--- src/common/frontend_pkg.sv ---
`default_nettype none

package frontend_pkg;

  // ----------------------------------------------------------------------
  // widths and sizes
  // ----------------------------------------------------------------------

  localparam int xlen = 32;

  localparam int btb_depth = 16;
  localparam int btb_idx_w = $clog2(btb_depth);
  // the index starts at pc bit 1, so the tag holds everything above it.
  localparam int btb_tag_w = xlen - btb_idx_w - 1;

  localparam int ras_depth = 4;
  localparam int ras_ptr_w = $clog2(ras_depth);

  localparam int mem_credits = 2;
  localparam int credit_w = $clog2(mem_credits + 1);

  localparam int buf_depth = 8;
  localparam int buf_cnt_w = $clog2(buf_depth + 1);

  // ----------------------------------------------------------------------
  // reset values
  // ----------------------------------------------------------------------

  localparam logic [xlen-1:0] reset_pc = 32'h0000_0100;

  // compressed nop, shown whenever no instruction is valid.
  localparam logic [xlen-1:0] nop_instr = 32'h0000_0001;

  // ----------------------------------------------------------------------
  // types
  // ----------------------------------------------------------------------

  typedef enum logic [1:0] {
    none      = 2'd0,
    branch    = 2'd1,
    jump_call = 2'd2,
    ret       = 2'd3
  } cf_kind_t;

  typedef struct packed {
    logic [xlen-1:0] pc;
    logic [xlen-1:0] instr;
    logic            taken;
    logic            valid;
  } fetch_rec_t;

endpackage

`default_nettype wire

--- src/common/fetch_mem_if.sv ---
`timescale 1ns/1ns
`default_nettype none

interface fetch_mem_if;
  import frontend_pkg::*;

  logic            valid;
  logic            fence;
  logic [xlen-1:0] addr;
  logic            ready;
  // upper half is only meaningful for a 32-bit instruction.
  logic [xlen-1:0] rdata;

  modport fetch (output valid, output fence, output addr, input ready, input rdata);

  modport buffer (input valid, input fence, input addr, output ready, output rdata);

endinterface

`default_nettype wire

--- src/common/predict_if.sv ---
`timescale 1ns/1ns
`default_nettype none

interface predict_if;
  import frontend_pkg::*;

  logic [xlen-1:0] get_pc;
  logic            stall;

  logic            upd_valid;
  logic [xlen-1:0] upd_pc;
  cf_kind_t        upd_kind;
  logic            upd_taken;
  logic [xlen-1:0] upd_target;

  logic            pred_hit;
  cf_kind_t        pred_kind;
  logic            pred_taken;
  logic [xlen-1:0] pred_target;

  modport fetch (
    output get_pc, stall, upd_valid, upd_pc, upd_kind, upd_taken, upd_target,
    input  pred_hit, pred_kind, pred_taken, pred_target
  );

  modport predictor (
    input  get_pc, stall, upd_valid, upd_pc, upd_kind, upd_taken, upd_target,
    output pred_hit, pred_kind, pred_taken, pred_target
  );

endinterface

`default_nettype wire

--- src/predictor/branch_predictor.sv ---
`timescale 1ns/1ns
`default_nettype none

module branch_predictor (
  input wire logic     clk,
  input wire logic     rst,
  predict_if.predictor bp
);
  import frontend_pkg::*;

  logic [btb_depth-1:0] valid_q;
  logic [btb_tag_w-1:0] tag_mem    [btb_depth];
  cf_kind_t             kind_mem   [btb_depth];
  logic [xlen-1:0]      target_mem [btb_depth];
  logic [1:0]           cnt_mem    [btb_depth];

  logic [btb_idx_w-1:0] get_idx;
  logic [btb_idx_w-1:0] upd_idx;
  logic [btb_tag_w-1:0] upd_tag;
  logic                 hit;
  logic                 upd_hit;
  cf_kind_t             hit_kind;
  logic [1:0]           cnt_now;
  logic [1:0]           cnt_next;
  logic                 ras_push;
  logic                 ras_pop;
  logic [xlen-1:0]      ras_top;

  // ----------------------------------------------------------------------
  // lookup
  // ----------------------------------------------------------------------

  assign get_idx  = bp.get_pc[btb_idx_w:1];
  assign hit      = valid_q[get_idx] && (tag_mem[get_idx] == bp.get_pc[xlen-1:btb_idx_w+1]);
  assign hit_kind = hit ? kind_mem[get_idx] : none;

  assign bp.pred_hit    = hit;
  assign bp.pred_kind   = hit_kind;
  assign bp.pred_target = (hit_kind == ret) ? ras_top : target_mem[get_idx];

  always_comb begin
    case (hit_kind)
      branch:         bp.pred_taken = cnt_mem[get_idx][1];
      jump_call, ret: bp.pred_taken = 1'b1;
      default:        bp.pred_taken = 1'b0;
    endcase
  end

  // stack traffic only for a fetch that really advances.
  assign ras_push = (hit_kind == jump_call) && !bp.stall;
  assign ras_pop  = (hit_kind == ret) && !bp.stall;

  return_stack i_ras (
    .clk       (clk),
    .rst       (rst),
    .push      (ras_push),
    .pop       (ras_pop),
    .push_addr (bp.get_pc + xlen'(4)),
    .top_addr  (ras_top)
  );

  // ----------------------------------------------------------------------
  // update at resolution
  // ----------------------------------------------------------------------

  assign upd_idx = bp.upd_pc[btb_idx_w:1];
  assign upd_tag = bp.upd_pc[xlen-1:btb_idx_w+1];
  assign upd_hit = valid_q[upd_idx] && (tag_mem[upd_idx] == upd_tag);

  always_comb begin
    cnt_now = cnt_mem[upd_idx];
    if (bp.upd_taken) begin
      cnt_next = (cnt_now == 2'b11) ? cnt_now : cnt_now + 2'b01;
    end else begin
      cnt_next = (cnt_now == 2'b00) ? cnt_now : cnt_now - 2'b01;
    end
  end

  always_ff @(posedge clk) begin
    if (!rst) begin
      valid_q <= '0;
    end else if (bp.upd_valid && bp.upd_taken) begin
      valid_q[upd_idx] <= 1'b1;
    end
  end

  // a fresh entry starts weakly taken.
  always_ff @(posedge clk) begin
    if (bp.upd_valid) begin
      if (upd_hit) begin
        cnt_mem[upd_idx] <= cnt_next;
      end else if (bp.upd_taken) begin
        cnt_mem[upd_idx] <= 2'b10;
      end
      if (bp.upd_taken) begin
        tag_mem[upd_idx]    <= upd_tag;
        kind_mem[upd_idx]   <= bp.upd_kind;
        target_mem[upd_idx] <= bp.upd_target;
      end
    end
  end

endmodule

`default_nettype wire

--- src/predictor/return_stack.sv ---
`timescale 1ns/1ns
`default_nettype none

module return_stack (
  input  wire logic                           clk,
  input  wire logic                           rst,
  input  wire logic                           push,
  input  wire logic                           pop,
  input  wire logic [frontend_pkg::xlen-1:0] push_addr,
  output logic [frontend_pkg::xlen-1:0]       top_addr
);
  import frontend_pkg::*;

  logic [xlen-1:0]      stack_mem [ras_depth];
  logic [ras_ptr_w-1:0] top_q;
  logic [ras_ptr_w-1:0] push_ptr;

  assign push_ptr = top_q + 1'b1;
  assign top_addr = stack_mem[top_q];

  // the pointer wraps, so a push on a full stack replaces the oldest entry.
  always_ff @(posedge clk) begin
    if (!rst) begin
      top_q <= '0;
      for (int i = 0; i < ras_depth; i++) begin
        stack_mem[i] <= reset_pc;
      end
    end else if (push) begin
      top_q <= push_ptr;
      stack_mem[push_ptr] <= push_addr;
    end else if (pop) begin
      top_q <= top_q - 1'b1;
    end
  end

  // a call and a return are never predicted for the same fetch.
  a_push_pop_excl: assert property (@(posedge clk) disable iff (!rst) !(push && pop));

endmodule

`default_nettype wire

--- src/fetch_buffer.sv ---
`timescale 1ns/1ns
`default_nettype none

module fetch_buffer (
  input  wire logic                           clk,
  input  wire logic                           rst,
  fetch_mem_if.buffer                         fm,
  output logic                                mem_req_valid,
  output logic [frontend_pkg::xlen-1:0]       mem_req_addr,
  input  wire logic                           mem_credit,
  input  wire logic                           mem_rsp_valid,
  input  wire logic [frontend_pkg::xlen-1:0] mem_rsp_data
);
  import frontend_pkg::*;

  localparam int ptr_w = $clog2(buf_depth);

  logic [15:0]          hw_data [buf_depth];
  logic [xlen-1:0]      hw_addr [buf_depth];
  logic [ptr_w-1:0]     rd_ptr;
  logic [ptr_w-1:0]     wr_ptr;
  logic [ptr_w-1:0]     rd_next;
  logic [ptr_w-1:0]     wr_next;
  logic [buf_cnt_w-1:0] count_q;
  logic [credit_w-1:0]  credit_q;
  logic [credit_w-1:0]  inflight_q;
  logic [credit_w-1:0]  drop_q;
  logic [xlen-1:0]      req_addr_q;
  logic [xlen-1:0]      rsp_addr_q;
  logic                 skip_low_q;
  logic                 head_long;
  logic                 rsp_keep;
  logic                 pop_fire;
  logic [1:0]           push_n;
  logic [1:0]           pop_n;

  assign rd_next = rd_ptr + 1'b1;
  assign wr_next = wr_ptr + 1'b1;

  // ----------------------------------------------------------------------
  // parcel side
  // ----------------------------------------------------------------------

  assign head_long = (hw_data[rd_ptr][1:0] == 2'b11);
  assign fm.ready  = !fm.fence && (count_q != '0) && (hw_addr[rd_ptr] == fm.addr) &&
                     (!head_long || (count_q >= buf_cnt_w'(2)));
  assign fm.rdata  = {hw_data[rd_next], hw_data[rd_ptr]};
  assign pop_fire  = fm.valid && fm.ready;
  assign pop_n     = !pop_fire ? 2'd0 : (head_long ? 2'd2 : 2'd1);

  // ----------------------------------------------------------------------
  // memory side
  // ----------------------------------------------------------------------

  // room is held back for both halves of every response still on its way.
  assign mem_req_valid = !fm.fence && (credit_q != '0) &&
                         (int'(count_q) + 2 * (int'(inflight_q) + 1) <= buf_depth);
  assign mem_req_addr  = req_addr_q;

  assign rsp_keep = mem_rsp_valid && (drop_q == '0) && !fm.fence;
  assign push_n   = !rsp_keep ? 2'd0 : (skip_low_q ? 2'd1 : 2'd2);

  always_ff @(posedge clk) begin
    if (!rst) begin
      credit_q   <= credit_w'(mem_credits);
      inflight_q <= '0;
      drop_q     <= '0;
      count_q    <= '0;
      rd_ptr     <= '0;
      wr_ptr     <= '0;
      skip_low_q <= 1'b0;
    end else begin
      credit_q   <= credit_q - credit_w'(mem_req_valid) + credit_w'(mem_credit);
      inflight_q <= inflight_q + credit_w'(mem_req_valid) - credit_w'(mem_rsp_valid);
      if (fm.fence) begin
        // whatever is still out belongs to the old path.
        drop_q     <= inflight_q - credit_w'(mem_rsp_valid);
        count_q    <= '0;
        rd_ptr     <= '0;
        wr_ptr     <= '0;
        skip_low_q <= fm.addr[1];
      end else begin
        if (mem_rsp_valid && (drop_q != '0)) begin
          drop_q <= drop_q - 1'b1;
        end
        count_q <= count_q + buf_cnt_w'(push_n) - buf_cnt_w'(pop_n);
        rd_ptr  <= rd_ptr + ptr_w'(pop_n);
        wr_ptr  <= wr_ptr + ptr_w'(push_n);
        if (rsp_keep) begin
          skip_low_q <= 1'b0;
        end
      end
    end
  end

  always_ff @(posedge clk) begin
    if (fm.fence) begin
      req_addr_q <= {fm.addr[xlen-1:2], 2'b00};
      rsp_addr_q <= {fm.addr[xlen-1:2], 2'b00};
    end else begin
      if (mem_req_valid) begin
        req_addr_q <= req_addr_q + xlen'(4);
      end
      if (rsp_keep) begin
        rsp_addr_q <= rsp_addr_q + xlen'(4);
        if (skip_low_q) begin
          hw_data[wr_ptr] <= mem_rsp_data[31:16];
          hw_addr[wr_ptr] <= rsp_addr_q + xlen'(2);
        end else begin
          hw_data[wr_ptr]  <= mem_rsp_data[15:0];
          hw_addr[wr_ptr]  <= rsp_addr_q;
          hw_data[wr_next] <= mem_rsp_data[31:16];
          hw_addr[wr_next] <= rsp_addr_q + xlen'(2);
        end
      end
    end
  end

  a_credit_limit: assert property (@(posedge clk) disable iff (!rst)
    credit_q <= credit_w'(mem_credits));

  a_queue_limit: assert property (@(posedge clk) disable iff (!rst)
    count_q <= buf_cnt_w'(buf_depth));

endmodule

`default_nettype wire

--- src/fetch_stage.sv ---
`timescale 1ns/1ns
`default_nettype none

module fetch_stage (
  input  wire logic                           clk,
  input  wire logic                           rst,
  input  wire logic                           trap_valid,
  input  wire logic [frontend_pkg::xlen-1:0] trap_target,
  input  wire logic                           mret_valid,
  input  wire logic [frontend_pkg::xlen-1:0] mret_target,
  input  wire logic                           resolve_valid,
  input  wire logic [frontend_pkg::xlen-1:0] resolve_pc,
  input  wire frontend_pkg::cf_kind_t         resolve_kind,
  input  wire logic                           resolve_taken,
  input  wire logic [frontend_pkg::xlen-1:0] resolve_target,
  input  wire logic                           resolve_pred_taken,
  input  wire logic [frontend_pkg::xlen-1:0] resolve_pred_target,
  input  wire logic                           stall,
  fetch_mem_if.fetch                          mem,
  predict_if.fetch                            pred,
  output frontend_pkg::fetch_rec_t            rec
);
  import frontend_pkg::*;

  logic [xlen-1:0] pc_q;
  logic [xlen-1:0] next_pc;
  logic [xlen-1:0] seq_pc;
  logic [xlen-1:0] resolve_seq;
  logic [xlen-1:0] instr;
  logic            fence_q;
  logic            ptk_long_q;
  logic            accept;
  logic            is_long;
  logic            mispredict;
  logic            redirect;
  logic            pred_jump;

  assign accept  = mem.valid && mem.ready;
  assign is_long = (mem.rdata[1:0] == 2'b11);
  assign instr   = is_long ? mem.rdata : {16'h0000, mem.rdata[15:0]};
  assign seq_pc  = pc_q + (is_long ? xlen'(4) : xlen'(2));

  // a not-taken surprise falls through past the last predicted-taken
  // instruction, whose length was kept when it was fetched.
  assign resolve_seq = resolve_pc + (ptk_long_q ? xlen'(4) : xlen'(2));
  assign mispredict  = resolve_valid && ((resolve_taken != resolve_pred_taken) ||
                       (resolve_taken && (resolve_target != resolve_pred_target)));
  assign redirect    = trap_valid || mret_valid || mispredict;
  assign pred_jump   = accept && pred.pred_hit && pred.pred_taken;

  // ----------------------------------------------------------------------
  // buffer and predictor side
  // ----------------------------------------------------------------------

  assign mem.valid = !stall && !fence_q;
  assign mem.fence = fence_q;
  assign mem.addr  = pc_q;

  assign pred.get_pc     = pc_q;
  assign pred.stall      = !accept || redirect;
  assign pred.upd_valid  = resolve_valid;
  assign pred.upd_pc     = resolve_pc;
  assign pred.upd_kind   = resolve_kind;
  assign pred.upd_taken  = resolve_taken;
  assign pred.upd_target = resolve_target;

  // ----------------------------------------------------------------------
  // next pc
  // ----------------------------------------------------------------------

  always_comb begin
    next_pc = pc_q;
    if (trap_valid) begin
      next_pc = trap_target;
    end else if (mret_valid) begin
      next_pc = mret_target;
    end else if (mispredict) begin
      next_pc = resolve_taken ? resolve_target : resolve_seq;
    end else if (pred_jump) begin
      // for a return the predictor hands over the top of its stack.
      next_pc = pred.pred_target;
    end else if (accept) begin
      next_pc = seq_pc;
    end
  end

  // fence starts set so the buffer is loaded with reset_pc on the way out of reset.
  always_ff @(posedge clk) begin
    if (!rst) begin
      pc_q       <= reset_pc;
      fence_q    <= 1'b1;
      ptk_long_q <= 1'b1;
      rec        <= '{pc: reset_pc, instr: nop_instr, taken: 1'b0, valid: 1'b0};
    end else begin
      pc_q <= next_pc;
      // every change of flow restarts the buffer at the new pc.
      fence_q <= redirect || pred_jump;
      if (pred_jump && !redirect) begin
        ptk_long_q <= is_long;
      end
      if (redirect) begin
        rec <= '{pc: next_pc, instr: nop_instr, taken: 1'b0, valid: 1'b0};
      end else if (accept) begin
        rec <= '{pc: pc_q, instr: instr, taken: pred_jump, valid: 1'b1};
      end else if (!stall) begin
        rec <= '{pc: pc_q, instr: nop_instr, taken: 1'b0, valid: 1'b0};
      end
    end
  end

endmodule

`default_nettype wire

--- src/frontend_top.sv ---
`timescale 1ns/1ns
`default_nettype none

module frontend_top (
  input  wire logic                           clk,
  input  wire logic                           rst,
  input  wire logic                           trap_valid,
  input  wire logic [frontend_pkg::xlen-1:0] trap_target,
  input  wire logic                           mret_valid,
  input  wire logic [frontend_pkg::xlen-1:0] mret_target,
  input  wire logic                           resolve_valid,
  input  wire logic [frontend_pkg::xlen-1:0] resolve_pc,
  input  wire frontend_pkg::cf_kind_t         resolve_kind,
  input  wire logic                           resolve_taken,
  input  wire logic [frontend_pkg::xlen-1:0] resolve_target,
  input  wire logic                           resolve_pred_taken,
  input  wire logic [frontend_pkg::xlen-1:0] resolve_pred_target,
  input  wire logic                           stall,
  output logic                                fetch_valid,
  output logic [frontend_pkg::xlen-1:0]       fetch_pc,
  output logic [frontend_pkg::xlen-1:0]       fetch_instr,
  output logic                                fetch_taken,
  output logic                                mem_req_valid,
  output logic [frontend_pkg::xlen-1:0]       mem_req_addr,
  input  wire logic                           mem_credit,
  input  wire logic                           mem_rsp_valid,
  input  wire logic [frontend_pkg::xlen-1:0] mem_rsp_data
);
  import frontend_pkg::*;

  fetch_rec_t rec;

  fetch_mem_if fm_if ();
  predict_if   pr_if ();

  fetch_stage i_fetch (
    .clk                 (clk),
    .rst                 (rst),
    .trap_valid          (trap_valid),
    .trap_target         (trap_target),
    .mret_valid          (mret_valid),
    .mret_target         (mret_target),
    .resolve_valid       (resolve_valid),
    .resolve_pc          (resolve_pc),
    .resolve_kind        (resolve_kind),
    .resolve_taken       (resolve_taken),
    .resolve_target      (resolve_target),
    .resolve_pred_taken  (resolve_pred_taken),
    .resolve_pred_target (resolve_pred_target),
    .stall               (stall),
    .mem                 (fm_if),
    .pred                (pr_if),
    .rec                 (rec)
  );

  fetch_buffer i_buffer (
    .clk           (clk),
    .rst           (rst),
    .fm            (fm_if),
    .mem_req_valid (mem_req_valid),
    .mem_req_addr  (mem_req_addr),
    .mem_credit    (mem_credit),
    .mem_rsp_valid (mem_rsp_valid),
    .mem_rsp_data  (mem_rsp_data)
  );

  branch_predictor i_bp (
    .clk (clk),
    .rst (rst),
    .bp  (pr_if)
  );

  assign fetch_valid = rec.valid;
  assign fetch_pc    = rec.pc;
  assign fetch_instr = rec.instr;
  assign fetch_taken = rec.taken;

endmodule

`default_nettype wire

--- config.mk ---
export PLATFORM = sky130hd
export DESIGN_NAME = frontend_top
export DESIGN_NICKNAME = d
export VERILOG_FILES = /design/src/common/frontend_pkg.sv /design/src/common/fetch_mem_if.sv /design/src/common/predict_if.sv /design/src/predictor/branch_predictor.sv /design/src/predictor/return_stack.sv /design/src/fetch_buffer.sv /design/src/fetch_stage.sv /design/src/frontend_top.sv
export SDC_FILE = /design/constraint.sdc
export NUM_CORES = 2
export LEC_CHECK = 0
export BUFFER_PORTS_ARGS = -buffer_cell sky130_fd_sc_hd__buf_2
export CAP_MARGIN = 10
export CORE_MARGIN = 2
export CORE_UTILIZATION = 35
export CTS_CLUSTER_DIAMETER = 40
export CTS_CLUSTER_SIZE = 10
export DETAILED_ROUTE_END_ITERATION = 6
export PLACE_DENSITY_LB_ADDON = 0.2
export SETUP_SLACK_MARGIN = 0.05
export SKIP_LAST_GASP = 1
export SYNTH_ARGS = -nofsm -noshare
export SYNTH_HDL_FRONTEND = slang
export SYNTH_HIERARCHICAL = 1
export SYNTH_SLANG_ARGS = --single-unit
--- constraint.sdc ---
create_clock -name clk -period 8.5 [get_ports clk]
set_input_delay 1.7 -clock clk [delete_from_list [all_inputs] [get_ports clk]]
set_output_delay 1.7 -clock clk [all_outputs]
set_load 0.05 [all_outputs]
# Word-level counts from Yosys, hierarchy flattened
# Memory sizes are Yosys's and may differ from the RTL's. A register that Yosys moved wholly into a read port is not among the register bits.
# Index checks and enable logic that the tools add are counted.
totals:
  ff_bits: 199
  latch_bits: 0
  ramBits: 1520
  romBits: 0
  in_bits: 204
  out_inout_bits: 99
  wordCells: 192
  memories: 7
op_classes:
  add_sub_neg: 24
  n_mul: 0
  n_div: 0
  order_cmp: 5
  eq_ne: 12
  shift: 0
  muxes: 73
  bitwise_logic: 5
  n_reduce_logical: 46
mem_list:
  columns: ["name", "words", "word_bits", "read_ports", "rd_clocked_by_memory_dff", "write_ports", "line", "source"]
  rows:
  - ["i_bp.target_mem", 16, 32, 1, 1, 1, "branch_predictor.sv:14", "logic [xlen-1:0] target_mem [btb_depth];"]
  - ["i_bp.tag_mem", 16, 27, 2, 1, 1, "branch_predictor.sv:12", "logic [btb_tag_w-1:0] tag_mem [btb_depth];"]
  - ["i_buffer.hw_addr", 8, 32, 1, 1, 2, "fetch_buffer.sv:19", "logic [xlen-1:0] hw_addr [buf_depth];"]
  - ["i_bp.i_ras.stack_mem", 4, 32, 1, 1, 4, "return_stack.sv:14", "logic [xlen-1:0] stack_mem [ras_depth];"]
  - ["i_buffer.hw_data", 8, 16, 2, 1, 2, "fetch_buffer.sv:18", "logic [15:0] hw_data [buf_depth];"]
  - ["i_bp.cnt_mem", 16, 2, 2, 1, 1, "branch_predictor.sv:15", "logic [1:0] cnt_mem [btb_depth];"]
  - ["+1 memories", null, null, null, null, null, null, null]
ops:
  columns: ["cell", "n"]
  rows:
  - ["32-bit 2-to-1 mux", 14]
  - ["66-bit 2-to-1 mux", 3]
  - ["32-bit by 3-bit adder with 32-bit output, second input constant", 3]
  - ["32-bit adder", 2]
  - ["27-bit == test", 2]
  - ["32-bit by 2-bit adder with 32-bit output, second input constant", 1]
  - ["5-bit by 32-bit adder with 32-bit output", 1]
  - ["32-bit == test", 1]
  - ["32-bit by 5-bit less-or-equal comparator with 1-bit output, second input constant", 1]
  - ["2-bit 2-to-1 mux", 16]
  - ["32-bit inequality test", 1]
  - ["32-bit OR reduction", 1]
  - ["1-bit 2-to-1 mux", 27]
  - ["1-bit logical AND", 21]
  - ["16-bit 2-to-1 mux", 1]
  - ["4-bit 2-to-1 mux", 4]
  - ["16-bit bitwise OR", 1]
  - ["3-bit 2-to-1 mux", 4]
  - ["2-bit nonzero test", 6]
  - ["4-bit by 5-bit less-than comparator with 1-bit output, second input constant", 2]
  - ["1-bit binary-select mux with 4-bit select", 2]
  - ["2-bit == test, second input constant", 4]
  - ["3-bit by 1-bit adder with 3-bit output, second input constant", 2]
  - ["3-bit by 2-bit adder with 3-bit output", 2]
  - ["22 further kinds", 43]

# Longest topological paths before layout
depth:
  depth_word: 14
  depth_mapped: 23

# By module
# The synthesis kept the hierarchy.
by_module_without_submodules:
  columns: ["mod", "n_inst", "cells_per_inst", "area_per_inst_um2", "seq_area_each_um2"]
  rows:
  - ["branch_predictor", 1, 2160, 44845.5, 30589.3]
  - ["fetch_buffer", 1, 1265, 21753.4, 13432.9]
  - ["fetch_stage", 1, 985, 7636.1, 2001.9]
  - ["return_stack", 1, 336, 5748.0, 3923.8]

# Worst setup path before layout
# No wires, ideal clock.
synth_timing:
  path_kind: "input -> register"
  from: "input port resolve_pc[1] (netlist name)"
  to: "memory i_bp/kind_mem[0][0] (netlist name), enable pin"
  setup_ns: 0.557
  t_arrival_ns: 7.286
  setup_slack_ns: 0.657
  stages: 9
  path_buffers: 6
  path_cell_list: "buf_4 -> buf_4 -> buf_6 -> buf_6 -> buf_6 -> buf_4 -> nor2_1 -> nand3_1 -> nor3_1"
synth_rtl:
  columns: ["element", "line", "source"]
  rows:
  - ["start, declared", "frontend_top.sv:12", "input wire logic [frontend_pkg::xlen-1:0] resolve_pc,"]
  - ["end, declared", "branch_predictor.sv:13", "cf_kind_t kind_mem [btb_depth];"]
# No word-level cell before the write port.

==> out/qor.txt <==
worst skew pair latency -> 0.95 ns
Sink Count -> 1,709
worst rel slew slack -> 12.9%
RD Place Congestion -> 0.941
Clk pin slew, worst setup/hold paths -> 0.05 ns
total track usage -> 22.8%
total CTS buffers -> 312
hold endpoint -> i_bp/valid_q[8]$_SDFFE_PN0P_
average size of a mapped cell -> 16.9 um2
top sig layer -> met5
cells after synthesis -> 4,743
Worst path most repeated cell -> buf_4
fin crit share -> 79.0%
combinational power share -> 7.7%
Clock power frac -> 52.1%
metal3 WL -> 17,200 um
DP Area -> 84,700 um2
postcts setup bufs -> 0
Int Pwr -> 18.3 mW
WL met1 -> 108,000 um
worst reg2reg startpoint -> i_fetch/mem.addr[1]$_SDFF_PN0_
sequential share of power -> 40.1%
Largest stage delay, worst path -> 1.06 ns
Sw Pwr -> 5.57 mW
CP Launch Type -> primary input
status -> completed
DPL Wire Length -> 170,000 um
Vias per Instance -> 5.73
first-pass GRT wire length -> 375,000 um
Sw Share -> 23.4%
Hold Crit Depth -> 1
crit-path cells -> buf_2 > xor2_1 > nor4_2 > nand4_1 > o31ai_4 > buf_4 > nor2_2 > nor2_1 > nand2_1 > nor4b_2 > buf_4 > nand2b_1 > o21ai_4
pwr dens -> 250 nW/um2
CTS HTree Levels -> 5
Critical Path End Type -> register
largest net degree at the start of global routing -> 101
post-route ant nets -> 0
Post-Syn Area -> 80,000 um2
sum of negative setup slack -> 0 ns
fmax -> 149 MHz
initial antenna violation count -> 41
maximum fanout along the worst path -> 38
Placed Instances -> 7,806
Slew Viols, Final -> 0
Final min period -> 6.71 ns
Hold Startpoint -> i_bp/valid_q[8]$_SDFFE_PN0P_
Max stage delay cell, worst path -> o21ai_4
area grow syn2layout -> 19.0%
Total Wirelength -> 268,000 um
Final Non-Filler Cells -> 8,370
CTS root buf -> clkbuf_16
Remaining DRCs -> 0
Reg2Reg Setup Slack -> 1.83 ns
post-route cell area -> 95,200 um2
RSZ-0062 raised after global routing -> false
share of cells above drive strength 1 -> 33.7%
via count -> 47,986
# IOs -> 303
Layout Nets -> 5,350
Crit Reg-Reg Endpoint -> i_bp/i_ras/stack_mem[3][23]$_DFFE_PP_
WP data arrival -> 7.21 ns
VDD IR-drop max -> 190 uV
PortBufs -> 300
Clock Skews -> 0.114 ns
required time of the critical path -> 8.99 ns
Slew @ Worst Pin -> 1.31 ns
Initial Util -> 35.2%
num rows -> 175
CTS tree -> built
Filler cells -> 20,333
leakage -> 31.7 nW
Top delay family on crit path -> simple AND/OR/NAND/NOR gates
HP Class -> reg2reg
Final Hold Viols -> 0
endpoints failing setup -> 0
Max Cap Viol -> 0
CTS Hold Bufs -> 0
Die W -> 482 um
Core Box Area -> 227,000 um2
Yosys warnings -> 6
CP Buf/Inv Count -> 3
critical path class -> in2reg
Remaining Overflow, GRT -> 0
Post-CTS Resized -> 0
first-pass detailed-route iteration total -> 5
Die Height -> 482 um
initial DRC count -> 4,812
worst r2r path cells -> 12
wire per inst -> 32.0 um
vias in the first global route -> 48,616
Clock Tree Buf Depth -> 4
die area -> 232,000 um2
WL met2 -> 126,000 um
power groups by stage:
stage | Sequential, mW | Clock [mW] | Combinational [mW]
2_1_floorplan | 9.74 | 0 | 1.05
3_3_place_gp | 9.71 | 0 | 1.82
3_5_place_dp | 9.72 | 0 | 1.82
4_1_cts | 9.56 | 12.6 | 1.83
5_1_grt | 9.57 | 13.0 | 1.92
6_report | 9.56 | 12.4 | 1.85
worst max path at each step:
stage	start	endpoint	slack, ns	cells past startpoint
2_1_floorplan	resolve_pc[1]	i_bp/kind_mem[0][0]$_DFFE_PP_	0.66	9
3_5_place_dp	resolve_target[30]	i_bp/i_ras/stack_mem[3][10]$_DFFE_PP_	1.15	13
5_1_grt	i_fetch/mem.addr[1]$_SDFF_PN0_	i_bp/i_ras/stack_mem[3][25]$_DFFE_PP_	1.58	12
6_report	resolve_target[30]	i_bp/i_ras/stack_mem[3][23]$_DFFE_PP_	1.79	13
4_1_cts	i_buffer/rd_ptr[0]$_SDFF_PP0_	i_bp/i_ras/stack_mem[3][23]$_DFFE_PP_	1.98	13
3_3_place_gp	resolve_target[30]	i_bp/i_ras/stack_mem[3][10]$_DFFE_PP_	1.28	13
layer usage:
layer	up-vias	track usage, %
met2	2029	36.5
li1	19908	-
met5	-	0
met1	25491	29.6
met4	18	12.7
met3	540	3.84
sequential cells by signal, summed over array words and instances, names as in the netlist, 2 cells and up, named ones only:
register and cells:
i_buffer/hw_addr 248, i_fetch/rec 66, i_buffer/hw_data 128, i_buffer/inflight_q 2
i_bp/target_mem 512, i_bp/i_ras/stack_mem 128, i_buffer/wr_ptr 3, i_buffer/rsp_addr_q 30
i_buffer/count_q 4, i_buffer/drop_q 2, i_fetch/mem.addr 32, i_bp/kind_mem 32
i_buffer/mem_req_addr 30, i_buffer/rd_ptr 3, i_bp/valid_q 16, i_bp/cnt_mem 32
i_bp/tag_mem 432, i_bp/i_ras/top_q 2, i_buffer/credit_q 2
cells in the final DEF, fill, tap and decap left out, types with 44 or more instances in the layout:
| master | n |
|---|---|
| nand4_1 | 47 |
| xnor2_1 | 155 |
| mux4_2 | 522 |
| mux2_2 | 224 |
| buf_2 | 295 |
| edfxtp_1 | 1572 |
| buf_4 | 130 |
| and2_1 | 113 |
| a21oi_1 | 82 |
| o21ai_0 | 74 |
| clkbuf_16 | 320 |
| inv_1 | 58 |
| and3_1 | 64 |
| nand2_1 | 148 |
| dfxtp_1 | 128 |
| nor2_1 | 153 |
| a22oi_1 | 64 |
| mux2i_1 | 211 |
| nand3_1 | 74 |
| xor2_1 | 93 |
| bufinv_16 | 44 |
final cells by class:
type                            count  area, um2  area share, %
Multi-Input combinational cell   2578      27800           29.2
Inverter                           64        243          0.255
Tap cell                         3009       3760           3.96
Clock buffer                      349       8150           8.56
Antenna cell                       21       52.6         0.0552
Timing Repair Buffer              448       2900           3.05
Clock inverter                    192       2250           2.37
Sequential cell                  1709      50000           52.5
stage by stage:
step,hold WS (ns),setup WS [ns],total power [mW],utilization [%]
2_1_floorplan,0.452,0.657,10.8,-
5_1_grt,0.503,1.58,24.5,41.9
3_5_place_dp,0.473,1.15,11.5,37.3
4_1_cts,0.484,1.98,24.0,41.8
3_3_place_gp,0.460,1.28,11.5,37.3
6_report,0.485,1.79,23.8,41.9
worst register-to-register path, delay by kind of cell, from the launching register on:
kind | cells | cell delay [ns]
AOI/OAI and AO/OA | 2 | 1.40
xor gates and xnor gates | 1 | 0.17
buffers and inverters | 2 | 1.26
DFF | 1 | 0.92
muxes | 2 | 0.82
and+or+nand+nor | 5 | 1.71
No activity file was read; power rests on OpenSTA's default activity.
